**config.mk**
```make
export PLATFORM = sky130hd
export DESIGN_NAME = flash_top
export DESIGN_NICKNAME = d
export VERILOG_FILES = /design/src/flash_pkg.sv /design/src/flash_apb_bridge.sv /design/src/flash_controller.sv /design/src/flash_top.sv
export VERILOG_INCLUDE_DIRS = /design/src
export SDC_FILE = /design/constraint.sdc
export NUM_CORES = 1
export LEC_CHECK = 0
export ABC_CLOCK_PERIOD_IN_PS = 7160
export BUFFER_PORTS_ARGS = -buffer_cell sky130_fd_sc_hd__buf_2
export CAP_MARGIN = 25
export CORE_MARGIN = 1.5
export CORE_UTILIZATION = 55
export CTS_CLUSTER_DIAMETER = 50
export DETAILED_ROUTE_END_ITERATION = 16
export PLACE_DENSITY_LB_ADDON = 0.15
export SLEW_MARGIN = 20
export SYNTH_ARGS = -nofsm -noshare
export SYNTH_HDL_FRONTEND = slang
export SYNTH_HIERARCHICAL = 1
export SYNTH_SLANG_ARGS = --single-unit
```
**constraint.sdc**
```tcl
create_clock -name clk -period 7.16 [get_ports clk]
set_clock_uncertainty 0.2 [all_clocks]
set_input_delay 0.716 -clock clk [delete_from_list [all_inputs] [get_ports clk]]
set_output_delay 0.716 -clock clk [all_outputs]
set_load 0.01 [all_outputs]
```
**src/flash_params.svh**
```systemverilog
`ifndef FLASH_PARAMS_SVH
`define FLASH_PARAMS_SVH

// APB byte address where the flash window starts
`define FLASH_BASE 32'h1000_0000

`define FLASH_SIZE 32'h0000_1000         // window size in bytes, power of two

`define FLASH_WAIT_CYCLES 3              // cycles per halfword before sampling, >= 1

// flash byte address width follows the window size
`define FLASH_ADDR_W $clog2(`FLASH_SIZE)

`endif

```
**src/flash_pkg.sv**
```systemverilog
`include "flash_params.svh"

package flash_pkg;

    localparam int WORD_W = 32;
    localparam int HALF_W = 16;

    typedef logic [WORD_W-1:0] word_t;
    typedef logic [HALF_W-1:0] halfword_t;
    typedef logic [`FLASH_ADDR_W-1:0] flash_addr_t;

    // controller sequence, one pass per APB read
    typedef enum logic [1:0] {
        idle,
        read_lo,                        // address at offset, low halfword
        read_hi,                        // address at offset + 2, high halfword
        done                            // word ready for the bridge
    } flash_state_t;

    typedef struct packed {
        logic        valid;             // single-cycle start pulse
        flash_addr_t addr;              // byte offset into the window
    } flash_req_t;

    typedef struct packed {
        flash_addr_t a;
        logic        ce_n;
        logic        oe_n;
        logic        we_n;
        logic        rp_n;
        logic        vpen;
        logic        byte_n;
    } flash_pins_t;

endpackage

```
**src/flash_apb_bridge.sv**
```systemverilog
`include "flash_params.svh"

module flash_apb_bridge (
    input  logic                   clk,
    input  logic                   rst,
    input  logic                   psel,
    input  logic                   penable,
    input  logic                   pwrite,
    input  flash_pkg::word_t       paddr,
    input  flash_pkg::word_t       pwdata,     // no write path behind this port
    output flash_pkg::word_t       prdata,
    output logic                   pready,
    output logic                   pslverr,
    output flash_pkg::flash_req_t  req,
    input  logic                   done,
    input  flash_pkg::word_t       rdata
);

    typedef enum logic [1:0] {
        br_idle,
        br_wait,                        // read issued, controller running
        br_resp                         // pready high for one cycle
    } br_state_t;

    br_state_t              state;
    flash_pkg::word_t       offset;
    flash_pkg::flash_addr_t req_addr;
    logic                   req_valid;
    logic                   access;
    logic                   in_window;
    logic                   aligned;
    logic                   bad;

    assign access    = psel && penable && !pready;     // first access-phase cycle
    assign offset    = paddr - `FLASH_BASE;
    assign in_window = offset < `FLASH_SIZE;           // also catches paddr below base
    assign aligned   = paddr[1:0] == 2'b00;
    assign bad       = pwrite || !aligned || !in_window;

    assign req = '{valid: req_valid, addr: req_addr};

    always_ff @(posedge clk or posedge rst) begin
        if (rst) begin
            state     <= br_idle;
            req_valid <= 1'b0;
            pready    <= 1'b0;
            pslverr   <= 1'b0;
            prdata    <= '0;
        end else begin
            req_valid <= 1'b0;          // pulse lasts one cycle
            case (state)
                br_idle: begin
                    if (access) begin
                        if (bad) begin
                            pready  <= 1'b1;
                            pslverr <= 1'b1;
                            prdata  <= '0;
                            state   <= br_resp;
                        end else begin
                            req_valid <= 1'b1;
                            state     <= br_wait;
                        end
                    end
                end
                br_wait: begin
                    if (done) begin
                        prdata  <= rdata;   // held until the transfer ends
                        pready  <= 1'b1;
                        pslverr <= 1'b0;
                        state   <= br_resp;
                    end
                end
                br_resp: begin
                    pready  <= 1'b0;
                    pslverr <= 1'b0;
                    state   <= br_idle;
                end
                default: begin
                    state <= br_idle;
                end
            endcase
        end
    end

    // window offset of the accepted read
    always_ff @(posedge clk) begin
        if (state == br_idle && access && !bad) begin
            req_addr <= offset[`FLASH_ADDR_W-1:0];
        end
    end

endmodule

```
**src/flash_controller.sv**
```systemverilog
`include "flash_params.svh"

module flash_controller (
    input  logic                   clk,
    input  logic                   rst,
    input  flash_pkg::flash_req_t  req,
    output logic                   done,
    output flash_pkg::word_t       rdata,
    output flash_pkg::flash_pins_t flash_o,
    input  flash_pkg::halfword_t   flash_d
);

    localparam int CNT_W = $clog2(`FLASH_WAIT_CYCLES + 1);
    localparam logic [CNT_W-1:0] WAIT_LOAD = CNT_W'(`FLASH_WAIT_CYCLES - 1);

    flash_pkg::flash_state_t state;
    flash_pkg::flash_addr_t  a_q;
    flash_pkg::word_t        rdata_q;
    logic [CNT_W-1:0]        wait_cnt;
    logic                    sel_n;                 // drives both ce_n and oe_n
    logic                    last_cycle;
    logic                    cap_lo;
    logic                    cap_hi;

    assign last_cycle = wait_cnt == '0;
    assign cap_lo     = (state == flash_pkg::read_lo) && last_cycle;
    assign cap_hi     = (state == flash_pkg::read_hi) && last_cycle;

    always_ff @(posedge clk or posedge rst) begin
        if (rst) begin
            state    <= flash_pkg::idle;
            wait_cnt <= '0;
            a_q      <= '0;
            sel_n    <= 1'b1;
        end else begin
            case (state)
                flash_pkg::idle: begin
                    if (req.valid) begin                // only taken when not busy
                        a_q      <= req.addr;
                        sel_n    <= 1'b0;
                        wait_cnt <= WAIT_LOAD;
                        state    <= flash_pkg::read_lo;
                    end
                end
                flash_pkg::read_lo: begin
                    if (last_cycle) begin
                        a_q      <= a_q + flash_pkg::flash_addr_t'(2);  // next halfword
                        wait_cnt <= WAIT_LOAD;
                        state    <= flash_pkg::read_hi;
                    end else begin
                        wait_cnt <= wait_cnt - 1'b1;
                    end
                end
                flash_pkg::read_hi: begin
                    if (last_cycle) begin
                        sel_n <= 1'b1;                  // release the chip
                        state <= flash_pkg::done;
                    end else begin
                        wait_cnt <= wait_cnt - 1'b1;
                    end
                end
                flash_pkg::done: begin
                    state <= flash_pkg::idle;
                end
                default: begin
                    state <= flash_pkg::idle;
                end
            endcase
        end
    end

    // halfword capture at the end of each access window
    always_ff @(posedge clk) begin
        if (cap_lo) begin
            rdata_q[15:0] <= flash_d;
        end
        if (cap_hi) begin
            rdata_q[31:16] <= flash_d;
        end
    end

    assign done  = state == flash_pkg::done;
    assign rdata = rdata_q;

    assign flash_o = '{
        a:      a_q,
        ce_n:   sel_n,
        oe_n:   sel_n,
        we_n:   1'b1,                   // never programmed
        rp_n:   1'b1,                   // keep the part out of reset
        vpen:   1'b1,
        byte_n: 1'b1                    // 16-bit bus mode
    };

endmodule

```
**src/flash_top.sv**
```systemverilog
module flash_top (
    input  logic                   clk,
    input  logic                   rst,
    input  logic                   psel,
    input  logic                   penable,
    input  logic                   pwrite,
    input  flash_pkg::word_t       paddr,
    input  flash_pkg::word_t       pwdata,
    output flash_pkg::word_t       prdata,
    output logic                   pready,
    output logic                   pslverr,
    output flash_pkg::flash_pins_t flash_o,
    input  flash_pkg::halfword_t   flash_d
);

    flash_pkg::flash_req_t req;
    flash_pkg::word_t      rdata;
    logic                  done;

    flash_apb_bridge bridge0 (
        .clk     (clk),
        .rst     (rst),
        .psel    (psel),
        .penable (penable),
        .pwrite  (pwrite),
        .paddr   (paddr),
        .pwdata  (pwdata),
        .prdata  (prdata),
        .pready  (pready),
        .pslverr (pslverr),
        .req     (req),
        .done    (done),
        .rdata   (rdata)
    );

    flash_controller ctrl0 (
        .clk     (clk),
        .rst     (rst),
        .req     (req),
        .done    (done),
        .rdata   (rdata),
        .flash_o (flash_o),
        .flash_d (flash_d)
    );

endmodule

```
After elaboration in Yosys (flattened, before gate mapping):

Cells that the tools add are included.

* flip-flop bits (word level): 98
* latch bits: 0
* bits in writable memories: 0
* memory bits (read-only): 0
* input bits: 85
* output and inout port bits: 52
* word-level logic and storage cells: 87
* memories: 0

* add/subtract/negate cells: 3
* multipliers: 0
* divide/modulo/power cells: 0
* $lt $le $gt $ge: 1
* equality and inequality tests: 12
* shift operators: 0
* muxes and demuxes: 31
* bitwise gates (word level): 0
* reduce and logical (&&, ||, !) cells: 28

Operators by type and width (number)
* two-way mux 32 bit: 3
* one-hot mux 32 bit (2 select lines): 1
* < comparator 32 x 13 -> 1 bit, second input constant: 1
* subtractor 32 x 29 -> 32 bit, second input constant: 1
* two-way mux 12 bit: 2
* one-hot mux 12 bit (2 select lines): 1
* two-way mux 2 bit: 9
* adder 12 x 2 -> 12 bit, second input constant: 1
* AND reduction 3 bit: 4
* inequality test 2 x 1 -> 1 bit, second input constant: 5
* two-way mux 1 bit: 9
* logical NOT 2 bit: 4
* one-hot mux 2 bit (4 select lines): 1
* AND reduction 4 bit: 2
* == test 2 bit, second input constant: 3
* logical AND 1 bit: 6
* one-hot mux 1 bit (3 select lines): 2
* one-hot mux 2 bit (3 select lines): 1
* nonzero test 2 bit: 3
* nonzero test 3 bit: 2
* == test 2 x 1 -> 1 bit, second input constant: 2
* logical NOT 1 bit: 4
* inequality test 2 bit, second input constant: 2
* one-hot mux 2 bit (2 select lines): 1
* 4 further kinds: 5

Longest topological paths before layout:

Gate-level depths: netlist of run 1.

* word-level depth: 7
* mapped depth: 8
* depth with buffers taken out: 6

By module:

Netlist of run 1, hierarchy kept.

By module, submodules not included
* flash_apb_bridge: instances 1, cells each 233, area an instance 2478.6 µm²
* flash_controller: instances 1, cells each 168, area an instance 2162.1 µm²

Least setup slack after synthesis of run 1:

No wires, ideal clock.

* path type: input port to flip-flop
* from: in paddr[25]
* to: reg bridge0.req_addr[0], enable pin
* library setup time: 0.396 ns
* data arrival time: 2.149 ns
* setup slack: 4.415 ns
* stages: 3
* buffers on the path: 0
* cell sequence: nor4_1 > nand3_1 > nor3_1

* cells in the longest elaborated chain, start to end: 6

RTL lines
* from (decl): RTL line flash_top.sv:7 `input flash_pkg::word_t paddr,`
* subtractor 32 x 29 -> 32 bit (no line)
* < comparator 32 x 13 -> 1 bit (no line)
* logical NOT 1 bit: RTL line flash_apb_bridge.sv:38 `assign bad = pwrite || !aligned || !in_window;`
* logical OR 1 bit: RTL line flash_apb_bridge.sv:38
* logical NOT 1 bit: RTL line flash_apb_bridge.sv:87 `if (state == br_idle && access && !bad) begin`
* logical AND 1 bit: RTL line flash_apb_bridge.sv:87
* to (signal assigned): RTL line flash_apb_bridge.sv:88 `` req_addr <= offset[`FLASH_ADDR_W-1:0]; ``
* to (decl): RTL line flash_apb_bridge.sv:27 `flash_pkg::flash_addr_t req_addr;`

Every way passes these cells.
A chain may end at the register's enable or synchronous reset.

Worst setup path in the final report of run 1:

* from: reg bridge0.state[1]
* to: reg bridge0.prdata[26]

* cells in the longest elaborated chain, start to end: 3
* elaborated cells between the ends (all ways): 8
* classes of those cells: eq/ne (4); mux (1); reduce/logical (3)

RTL lines
* from (decl): RTL line flash_apb_bridge.sv:25 `br_state_t state;`
* from (signal assigned): RTL line flash_apb_bridge.sv:44 `state <= br_idle;`
* from (signal assigned): RTL line flash_apb_bridge.sv:58 `state <= br_resp;`
* from (signal assigned): RTL line flash_apb_bridge.sv:61 `state <= br_wait;`
* == test 2 x 1 -> 1 bit / logical NOT 2 bit (equally long branches): RTL line flash_apb_bridge.sv:51 `case (state)`
* inequality test 2 x 1 -> 1 bit (no line) / nonzero test 2 bit (equally long branches)
* AND reduction 4 bit (no line)
* to (signal assigned): RTL line flash_apb_bridge.sv:67 `prdata <= rdata;`
* to (decl): RTL line flash_apb_bridge.sv:11 `output flash_pkg::word_t prdata,`

Parallel ways exist; a longest one is shown, timed or not.

==> results.yml, run 1 <==
power_and_ir_drop:
  powerDensity_nw_per_um2: 180
  p_comb_share_pct: 2.8
  leakage_nw: 2.27
  p_int_w: 0.000735
  seqPwrFrac_pct: 61.1
  power_frac_clock_pct: 36.1
  switching_share_pct: 23.6
  ir_drop_mv: 0.121
  power_switching_w: 0.000227
clocking:
  clk_latency_ns: 0.38
  postCtsSetupBuffers: 0
  clk_pin_slew_ns: 0.10
  cts-buffers-inserted: 9
  cts.htree.levels: 3
  clk_path_buf_depth: 2
  cts_resized: 0
  cts_root_buffer: "clkbuf_8"
  ctsHoldBuffers: 0
  cts_tree: "yes"
  cts_sinks: 98
placed_design:
  place.gp.congestion: 0.798
  dp.cells: 582
  pre_cts_ws_ns: 3.95
  placed_cell_area_um2: 5140
  hpwlAfterDp_mm: 6.97
  io_buffers: 100
final_layout:
  nets: 585
  drive_above_1_share_pct: 27.4
  syn_to_final_growth_pct: 14.9
  design_area_um2: 5330
  nFillCells: 662
  diodes: 0
  instances_no_fill: 598
sta:
  tightest_slew_ns: 0.937
  hold_viol_final: 0
  slew_viol_final: 0
  setup_viol: 0
  max_freq_mhz: 309
  period_share_pct: 45.2
  slew_headroom_pct: 37.6
  rsz0062_at_grt: "no"
  min_period_ns: 3.24
  fin_ws_ns: 3.92
  tns_ns: 0
logic_synthesis:
  synthesis.area_um2: 4640
  seq_area_frac_synth_pct: 57.6
  synth_common_cells: "dfrtp_1 (53), a21oi_1 (46), edfxtp_1 (44), nand2_1 (44), nand3_1 (43)"
  synth_largest_area_cell: "dfrtp_1"
  yosysWarnings: 6
  synth.distinct_cells: 48
  synthDominantCellAreaShare_pct: 28.6
  synth_area_per_cell_um2: 11.6
  synthTopCellsByArea: "dfrtp_1 (29%), edfxtp_1 (28%), a221o_1 (6.9%), a21oi_1 (5.0%), nand3_1 (4.6%)"
  synth_ff_type: "dfrtp_1"
  postSynth.asyncResetShare_pct: 55.1
  synth.ff_latch_count: 98
  synth_edf_count: 44
  netlist_instances: 401
  yosysMostFrequentCell: "dfrtp_1"
route:
  antenna_left: 0
  drtPass1Iterations: 4
  drcViolationCount: 0
  wl_per_cell_um: 17.8
  dr_total_vias: 3539
  drtIter0Drc: 247
  routed_via_density: 5.92
  wirelength_mm: 10.6
die:
  start_util_pct: 56.8
  die_x_um: 94.9
  core.rowCount: 33
  fp.dieH_um: 94.9
  design.core.area_um2: 8180
  dieArea_um2: 9000
  io_pins: 137
global_route:
  grt_pass1_wl_mm: 16.8
  grt_overflow: 0
  grt_pass1_vias: 3385
  grt_usage_pct: 25.1
  grt_antenna_before_repair: 0
  grt_max_degree: 38
critical_path:
  crit_slowest_cell: "clkinv_1"
  rr_startpoint: "bridge0/state[1]"
  cp_max_fo: 34
  reg2reg_depth: 8
  critPathCaptureType: "flip-flop"
  critPathKind: "flip-flop to flip-flop"
  crit_path_max_incr_delay_ns: 0.64
  rr_endpoint: "bridge0/prdata[26]"
  startpoint_type: "flip-flop"
  worstPathRequired_ns: 7.22
  rrSetupSlack_ns: 3.92
  path_cells: "inv_1 -> ha_1 -> buf_4 -> clkinv_1 -> buf_16 -> a2bb2oi_4 -> o211a_4 -> a221o_1"
  arrival_ns: 3.29
status:
  status: "complete, no violations"
flow_run:
  cap_violations: 0
min_path:
  hp-class: "input port to async pin"
==> worst max-delay path, delay by kind of cell, from the launching register on <==
family          cells  cell delay [ns]
compound gates      3             0.85
fa+ha+maj           1             0.15
flops               1             0.44
buf+inv             4             1.48
==> kinds of logic after synthesis <==
group / synth area share [%]
buf+inv: 6.17
flops: 57.6
fa+ha+maj: 3.24
simple gates: 13.5
mux: 1.54
other cells: 0.0808
compound gates: 17.8
==> registers in the layout (all words and copies together) (netlist names) <==
register	cells
bridge0/prdata	32
ctrl0/rdata	32
bridge0/req_addr	12
ctrl0/a_q	12
bridge0/state	2
ctrl0/state	2
ctrl0/wait_cnt	2
bridge0/pready	1
bridge0/pslverr	1
bridge0/req_valid	1
ctrl0/sel_n	1
==> layout by cell type, fill, tap and decap left out, types with 10 or more instances in the layout <==
master / Yosys / final
ha_1: 12 / 12
edfxtp_1: 44 / 44
a21oi_1: 46 / 46
o21ai_0: 10 / 10
nand2_1: 44 / 44
a221o_1: 32 / 32
buf_2: 6 / 100
inv_1: 16 / 16
nand3_1: 43 / 43
dfrtp_1: 53 / 53
==> final cells by class <==
cell class / count / area (um2) / area share, %
Clock inverter: 7 / 65.1 / 1.22
Tap cell: 105 / 131 / 2.46
Sequential cell: 98 / 2670 / 50.2
Timing Repair Buffer: 108 / 581 / 10.9
Clock buffer: 9 / 124 / 2.32
Multi-Input combinational cell: 254 / 1690 / 31.7
Inverter: 17 / 63.8 / 1.20
==> worst max-delay path by stage <==
stage,to,start,cells past startpoint,slack (ns)
final,bridge0/prdata[26],bridge0/state[1],8,3.92
after global routing,bridge0/prdata[2],bridge0/state[1],9,3.72
after CTS,bridge0/prdata[23],bridge0/state[1],8,3.93
after detailed placement,bridge0/prdata[13],bridge0/state[1],8,3.95
after global placement,bridge0/prdata[17],bridge0/state[1],7,3.77
after floorplan,bridge0/req_addr[0],paddr[25],3,4.41
==> power by group through the flow <==
stage	clock (W)	combinational (W)	sequential, W
4_1_cts	0.000352	0.0000276	0.000588
3_3_place_gp	0	0.0000271	0.000599
3_5_place_dp	0	0.0000275	0.000599
6_report	0.000348	0.0000268	0.000588
2_1_floorplan	0	0.00000898	0.000600
5_1_grt	0.000373	0.0000304	0.000588
==> per-layer routing <==
| metal | global-route usage [%] | routed length, um | vias to the layer above |
|---|---|---|---|
| li1 | - | - | 1665 |
| met1 | 34.8 | 4600 | 1756 |
| met2 | 39.3 | 5270 | 103 |
| met3 | 4.51 | 574 | 15 |
| met4 | 9.33 | 193 | 0 |
| met5 | 0 | 0 | - |
==> metrics by stage <==
| step | utilization (%) | hold WS (ns) | total power (W) |
|---|---|---|---|
| floorplan | - | 0.249 | 0.000609 |
| global placement | 62.5 | 0.266 | 0.000627 |
| detailed placement | 62.9 | 0.275 | 0.000627 |
| CTS | 65.2 | 0.260 | 0.000967 |
| global route | 65.2 | 0.294 | 0.000991 |
| finish | 65.2 | 0.247 | 0.000962 |
(Power assumes the default switching activity.)
==> inputs of run 2 (changes only) <==
--- a/config.mk
+++ b/config.mk
@@ -6,11 +6,12 @@
 export SDC_FILE = /design/constraint.sdc
 export NUM_CORES = 1
 export LEC_CHECK = 0
-export ABC_CLOCK_PERIOD_IN_PS = 7160
+export ABC_AREA = 1
+export ABC_CLOCK_PERIOD_IN_PS = 3400
 export BUFFER_PORTS_ARGS = -buffer_cell sky130_fd_sc_hd__buf_2
 export CAP_MARGIN = 25
 export CORE_MARGIN = 1.5
-export CORE_UTILIZATION = 55
+export CORE_UTILIZATION = 52
 export CTS_CLUSTER_DIAMETER = 50
 export DETAILED_ROUTE_END_ITERATION = 16
 export PLACE_DENSITY_LB_ADDON = 0.15
==> constraint.sdc (replaced) <==
create_clock -name clk -period 3.4 [get_ports clk]
set_clock_uncertainty 0.2 [all_clocks]
set_input_delay 0.34 -clock clk [delete_from_list [all_inputs] [get_ports clk]]
set_output_delay 0.34 -clock clk [all_outputs]
set_load 0.01 [all_outputs]
==> results.yml, run 2 <==
clocking:
  cts_resized: 0
  clk_path_buf_depth: 2
  clk_latency_ns: 0.36
  cts_sinks: 98
  cts-buffers-inserted: 9
  postCtsSetupBuffers: 0
  cts_tree: "yes"
  clk_pin_slew_ns: 0.09
  ctsHoldBuffers: 29
  cts_root_buffer: "clkbuf_8"
  cts.htree.levels: 3
global_route:
  grt_antenna_before_repair: 0
  grt_max_degree: 39
  grt_overflow: 0
  grt_pass1_vias: 3413
  grt_usage_pct: 20.8
  grt_pass1_wl_mm: 15.8
min_path:
  hp-class: "input port to flip-flop"
  hp-start: "penable"
sta:
  hold_viol_final: 0
  min_period_ns: 2.26
  slew_viol_final: 0
  timing.hold.ws_ns: 0.0842
  rsz0062_at_grt: "no"
  slew_headroom_pct: 46.4
  max_freq_mhz: 442
  setup_viol: 0
  tightest_slew_ns: 0.804
  tns_ns: 0
  period_share_pct: 66.6
critical_path:
  cp_max_fo: 24
  crit_family: "buffers and inverters"
  critPathKind: "flip-flop to flip-flop"
  critPathCaptureType: "flip-flop"
  rr_startpoint: "ctrl0/state[1]"
  cp_common_cell: "nand2_1"
  startpoint_type: "flip-flop"
  path_cells: "inv_1 -> ha_1 -> buf_4 -> inv_2 -> a21oi_4 -> inv_4 -> nor2_1 -> nand2_1 -> nand2_1"
  worstPathRequired_ns: 3.50
  arrival_ns: 2.36
  crit_slowest_cell: "dfrtp_1"
  critPathBufInv: 4
  crit_path_max_incr_delay_ns: 0.42
  crit_path_start: "ctrl0/state[1]"
final_layout:
  nets: 714
  syn_to_final_growth_pct: 21.4
  layout_common_cells: "nand2_1 (154), buf_2 (100), inv_1 (64), dfrtp_1 (53), nand3_1 (47)"
  nFillCells: 757
  post-route-util_pct: 64.6
  layout_commonest_cell: "nand2_1"
  drive_above_1_share_pct: 24.1
  instances_no_fill: 730
  diodes: 0
logic_synthesis:
  postSynth.asyncResetShare_pct: 55.1
  synth.distinct_cells: 33
  yosysWarnings: 6
  synth.ff_latch_count: 98
  seq_area_frac_synth_pct: 58.2
  synth_common_cells: "nand2_1 (154), inv_1 (64), dfrtp_1 (53)"
  synthDominantCellAreaShare_pct: 28.9
  synthesis.area_um2: 4600
  netlist_instances: 493
  synth_ff_type: "dfrtp_1"
  synthTopCellsByArea: "dfrtp_1 (29%), edfxtp_1 (29%), nand2_1 (13%), inv_1 (5.2%), nand3_1 (5.1%)"
  synth_area_per_cell_um2: 9.32
  yosysMostFrequentCell: "nand2_1"
  synth_largest_area_cell: "dfrtp_1"
  synth_edf_count: 44
route:
  wirelength_mm: 9.21
  drtPass1Iterations: 4
  drtIter0Drc: 156
  dr_total_vias: 3495
  drcViolationCount: 0
  wl_per_cell_um: 12.6
  routed_via_density: 4.79
  antenna_left: 0
die:
  core.rowCount: 34
  design.core.area_um2: 8640
  start_util_pct: 53.2
  io_pins: 137
  fp.dieH_um: 97.0
  die_x_um: 97.0
  dieArea_um2: 9410
placed_design:
  dp.cells: 685
  place.gp.congestion: 0.789
  hpwlAfterDp_mm: 6.28
  io_buffers: 100
power_and_ir_drop:
  ir_drop_mv: 0.235
  leakage_nw: 3.04
  powerDensity_nw_per_um2: 459
status:
  status: "complete, no violations"
flow_run:
  cap_violations: 0
## run 2: final cells by class
| type | count | area [um2] | share of cell area (%) |
|---|---|---|---|
| clock inverter | 6 | 58.8 | 1.05 |
| inverter | 68 | 260 | 4.66 |
| multi-input combinational | 305 | 1480 | 26.5 |
| sequential | 98 | 2670 | 47.9 |
| timing repair buffer | 135 | 836 | 15.0 |
| clock buffer | 10 | 138 | 2.47 |
| tap | 108 | 135 | 2.42 |
## run 2: path summary, 6_finish.rpt
kind                                      end  slack [ns]  cells after the start
max in group asynchronous        ctrl0/a_q[4]        2.10                      3
min                         bridge0/req_valid        0.08                      3
min in group asynchronous  bridge0/prdata[19]        0.43                      4
max reg2reg                     ctrl0/a_q[10]        1.14                      9
max                             ctrl0/a_q[10]        1.14                      9
min reg2reg                bridge0/prdata[20]        0.27                      2
## run 2: per-stage QoR
| stage | total power (W) | cell area, um2 | setup slack, ns |
|---|---|---|---|
| after floorplan | 0.00175 | 4610 | 1.11 |
| after global placement | 0.00182 | 5090 | 1.23 |
| after detailed placement | 0.00184 | 5090 | 1.17 |
| after CTS | 0.00259 | 5580 | 1.16 |
| after global routing | 0.00269 | 5580 | 0.957 |
| final | 0.00256 | 5580 | 1.14 |
## run 2: cell families (layout without fill, tap and decap cells)
| family | after synthesis | in the layout | synth area share [%] |
|---|---|---|---|
| simple gates | 261 | 261 | 24.6 |
| flops | 98 | 98 | 58.2 |
| fa+ha+maj | 12 | 12 | 3.27 |
| compound gates | 28 | 28 | 3.98 |
| buf+inv | 93 | 219 | 9.88 |
| other cells | 1 | 4 | 0.0816 |
## run 2: per-layer routing
layer,up-vias,track usage [%],share of wire (%)
li1,1787,-,-
met1,1620,28.3,46
met2,76,34.4,48
met3,12,3.40,3.8
met4,0,6.91,1.4
met5,-,0,0
## run 2: power by group
group          internal, W  leakage, nW  total, W  switching, W
sequential         0.00132         1.14   0.00137     0.0000569
clock             0.000300       0.0962  0.000728      0.000428
combinational     0.000160         1.81  0.000458      0.000298
total              0.00178         3.04   0.00256      0.000782
## run 2: worst register-to-register path: stages (launching register included)
cell,delay (ns)
dfrtp_1,0.42
inv_1,0.13
ha_1,0.32
buf_4,0.32
inv_2,0.11
a21oi_4,0.32
inv_4,0.16
nor2_1,0.13
nand2_1,0.07
nand2_1,0.05
==> inputs of run 3 (changes only) <==
--- a/config.mk
+++ b/config.mk
@@ -7,7 +7,7 @@
 export NUM_CORES = 1
 export LEC_CHECK = 0
 export ABC_AREA = 1
-export ABC_CLOCK_PERIOD_IN_PS = 3400
+export ABC_CLOCK_PERIOD_IN_PS = 2100
 export BUFFER_PORTS_ARGS = -buffer_cell sky130_fd_sc_hd__buf_2
 export CAP_MARGIN = 25
 export CORE_MARGIN = 1.5
==> constraint.sdc (replaced) <==
create_clock -name clk -period 2.1 [get_ports clk]
set_clock_uncertainty 0.2 [all_clocks]
set_input_delay 0.21 -clock clk [delete_from_list [all_inputs] [get_ports clk]]
set_output_delay 0.21 -clock clk [all_outputs]
set_load 0.01 [all_outputs]
==> results.yml, run 3 (synthesis results as in run 2) <==
status:
  status: "complete, no violations"
clocking:
  cts_sinks: 98
  cts_tree: "yes"
  clk_latency_ns: 0.36
  clk_pin_slew_ns: 0.09
  clk_path_buf_depth: 2
  cts_root_buffer: "clkbuf_8"
  cts-buffers-inserted: 9
  cts.htree.levels: 3
  postCtsSetupBuffers: 0
power_and_ir_drop:
  powerDensity_nw_per_um2: 732
  switching_share_pct: 30.5
  power_frac_clock_pct: 27.1
  seqPwrFrac_pct: 54.0
  leakage_nw: 3.05
  power_switching_w: 0.00126
  p_int_w: 0.00286
  ir_drop_mv: 0.474
  p_comb_share_pct: 18.9
sta:
  tns_ns: 0
  period_share_pct: 92.4
  slew_viol_final: 0
  min_period_ns: 1.94
  setup_viol: 0
  hold_viol_final: 0
  slew_headroom_pct: 48.9
  max_freq_mhz: 515
  tightest_slew_ns: 0.762
  rsz0062_at_grt: "no"
critical_path:
  worstPathRequired_ns: 2.21
  critPathKind: "flip-flop to flip-flop"
  crit_path_start: "ctrl0/state[1]"
  worstSetupEndpoint: "ctrl0/a_q[9]"
  critPathCaptureType: "flip-flop"
  startpoint_type: "flip-flop"
  rr_endpoint: "ctrl0/a_q[9]"
  cp_max_fo: 14
  rrSetupSlack_ns: 0.16
  reg2reg_depth: 8
  arrival_ns: 2.05
  rr_startpoint: "ctrl0/state[1]"
final_layout:
  nets: 720
  layout_common_cells: "nand2_1 (154), buf_2 (100), inv_1 (63), dfrtp_1 (53), nand3_1 (47)"
  post-route-util_pct: 65.1
  diodes: 0
  design_area_um2: 5620
  syn_to_final_growth_pct: 22.4
  drive_above_1_share_pct: 24.5
  layout_commonest_cell: "nand2_1"
  instances_no_fill: 736
route:
  wirelength_mm: 9.11
  drtPass1Iterations: 4
  dr_total_vias: 3512
  drcViolationCount: 0
  antenna_left: 0
  drtIter0Drc: 110
  routed_via_density: 4.77
  wl_per_cell_um: 12.4
die:
  core.rowCount: 34
  start_util_pct: 53.2
  io_pins: 137
  fp.dieH_um: 97.0
  dieArea_um2: 9410
  die_x_um: 97.0
  design.core.area_um2: 8640
placed_design:
  dp.cells: 689
  place.gp.congestion: 0.816
  hpwlAfterDp_mm: 6.18
  placed_cell_area_um2: 5130
  io_buffers: 100
flow_run:
  cap_violations: 0
global_route:
  grt_usage_pct: 20.5
  grt_overflow: 0
  grt_antenna_before_repair: 0
  grt_pass1_vias: 3326
  grt_max_degree: 34
  grt_pass1_wl_mm: 15.3
min_path:
  hp-class: "input port to flip-flop"
==> run 3: worst min path at each step <==
stage	cells after the start	end	start	slack (ns)
after CTS	5	bridge0/state[0]	psel	0.03
after detailed placement	2	bridge0/prdata[8]	rst	0.09
after global placement	2	bridge0/prdata[8]	rst	0.08
after floorplan	1	ctrl0/a_q[0]	rst	-0.06
final	5	bridge0/state[0]	psel	0.04
after global routing	5	bridge0/state[0]	psel	0.09
==> run 3: power by group through the flow <==
stage | clock (W) | combinational, W | sequential (W)
after floorplan | 0 | 0.000561 | 0.00228
after global placement | 0 | 0.000705 | 0.00226
after detailed placement | 0 | 0.000729 | 0.00226
after CTS | 0.00114 | 0.000777 | 0.00222
after global routing | 0.00123 | 0.000870 | 0.00224
final | 0.00112 | 0.000779 | 0.00222
==> run 3: routing by layer <==
metal	vias up	GRT usage [%]	wire length, um
met4	0	6.69	109
met5	-	0	0
li1	1792	-	-
met2	77	35.1	4430
met1	1633	25.8	4190
met3	10	4.41	369
==> run 3: final cells by class <==
cell class	instances	area, um2
well taps	108	135
multi-input cells	305	1490
clock buffers	10	128
inverters	68	260
flip-flops and latches	98	2670
fillers	740	3010
clock inverters	6	50.0
repair buffers	141	886
==> run 3: critical path, cell delays in order (launching register included) <==
cell and delay (ns):
dfrtp_1 0.40, inv_1 0.13, ha_1 0.33, inv_2 0.12
a21oi_4 0.30, inv_4 0.15, nor2_1 0.14, nand2_1 0.07
nand2_1 0.05
==> run 3: through the flow <==
step | hold slack (ns) | setup slack [ns] | power [W]
after floorplan | -0.0647 | 0.0125 | 0.00284
after global placement | 0.0848 | 0.206 | 0.00296
after detailed placement | 0.0945 | 0.155 | 0.00299
after CTS | 0.0337 | 0.0963 | 0.00414
after global routing | 0.0901 | 0.0116 | 0.00433
final | 0.0409 | 0.160 | 0.00412
==> run 3: what timing repair did <==
| action | 4_1_cts | 5_1_grt |
|---|---|---|
| resized for setup | 0 | 1 |
| endpoints found under the hold margin | 80 | 0 |
| hold buffers | 31 | 0 |
| setup endpoints to repair | 0 | 10 |
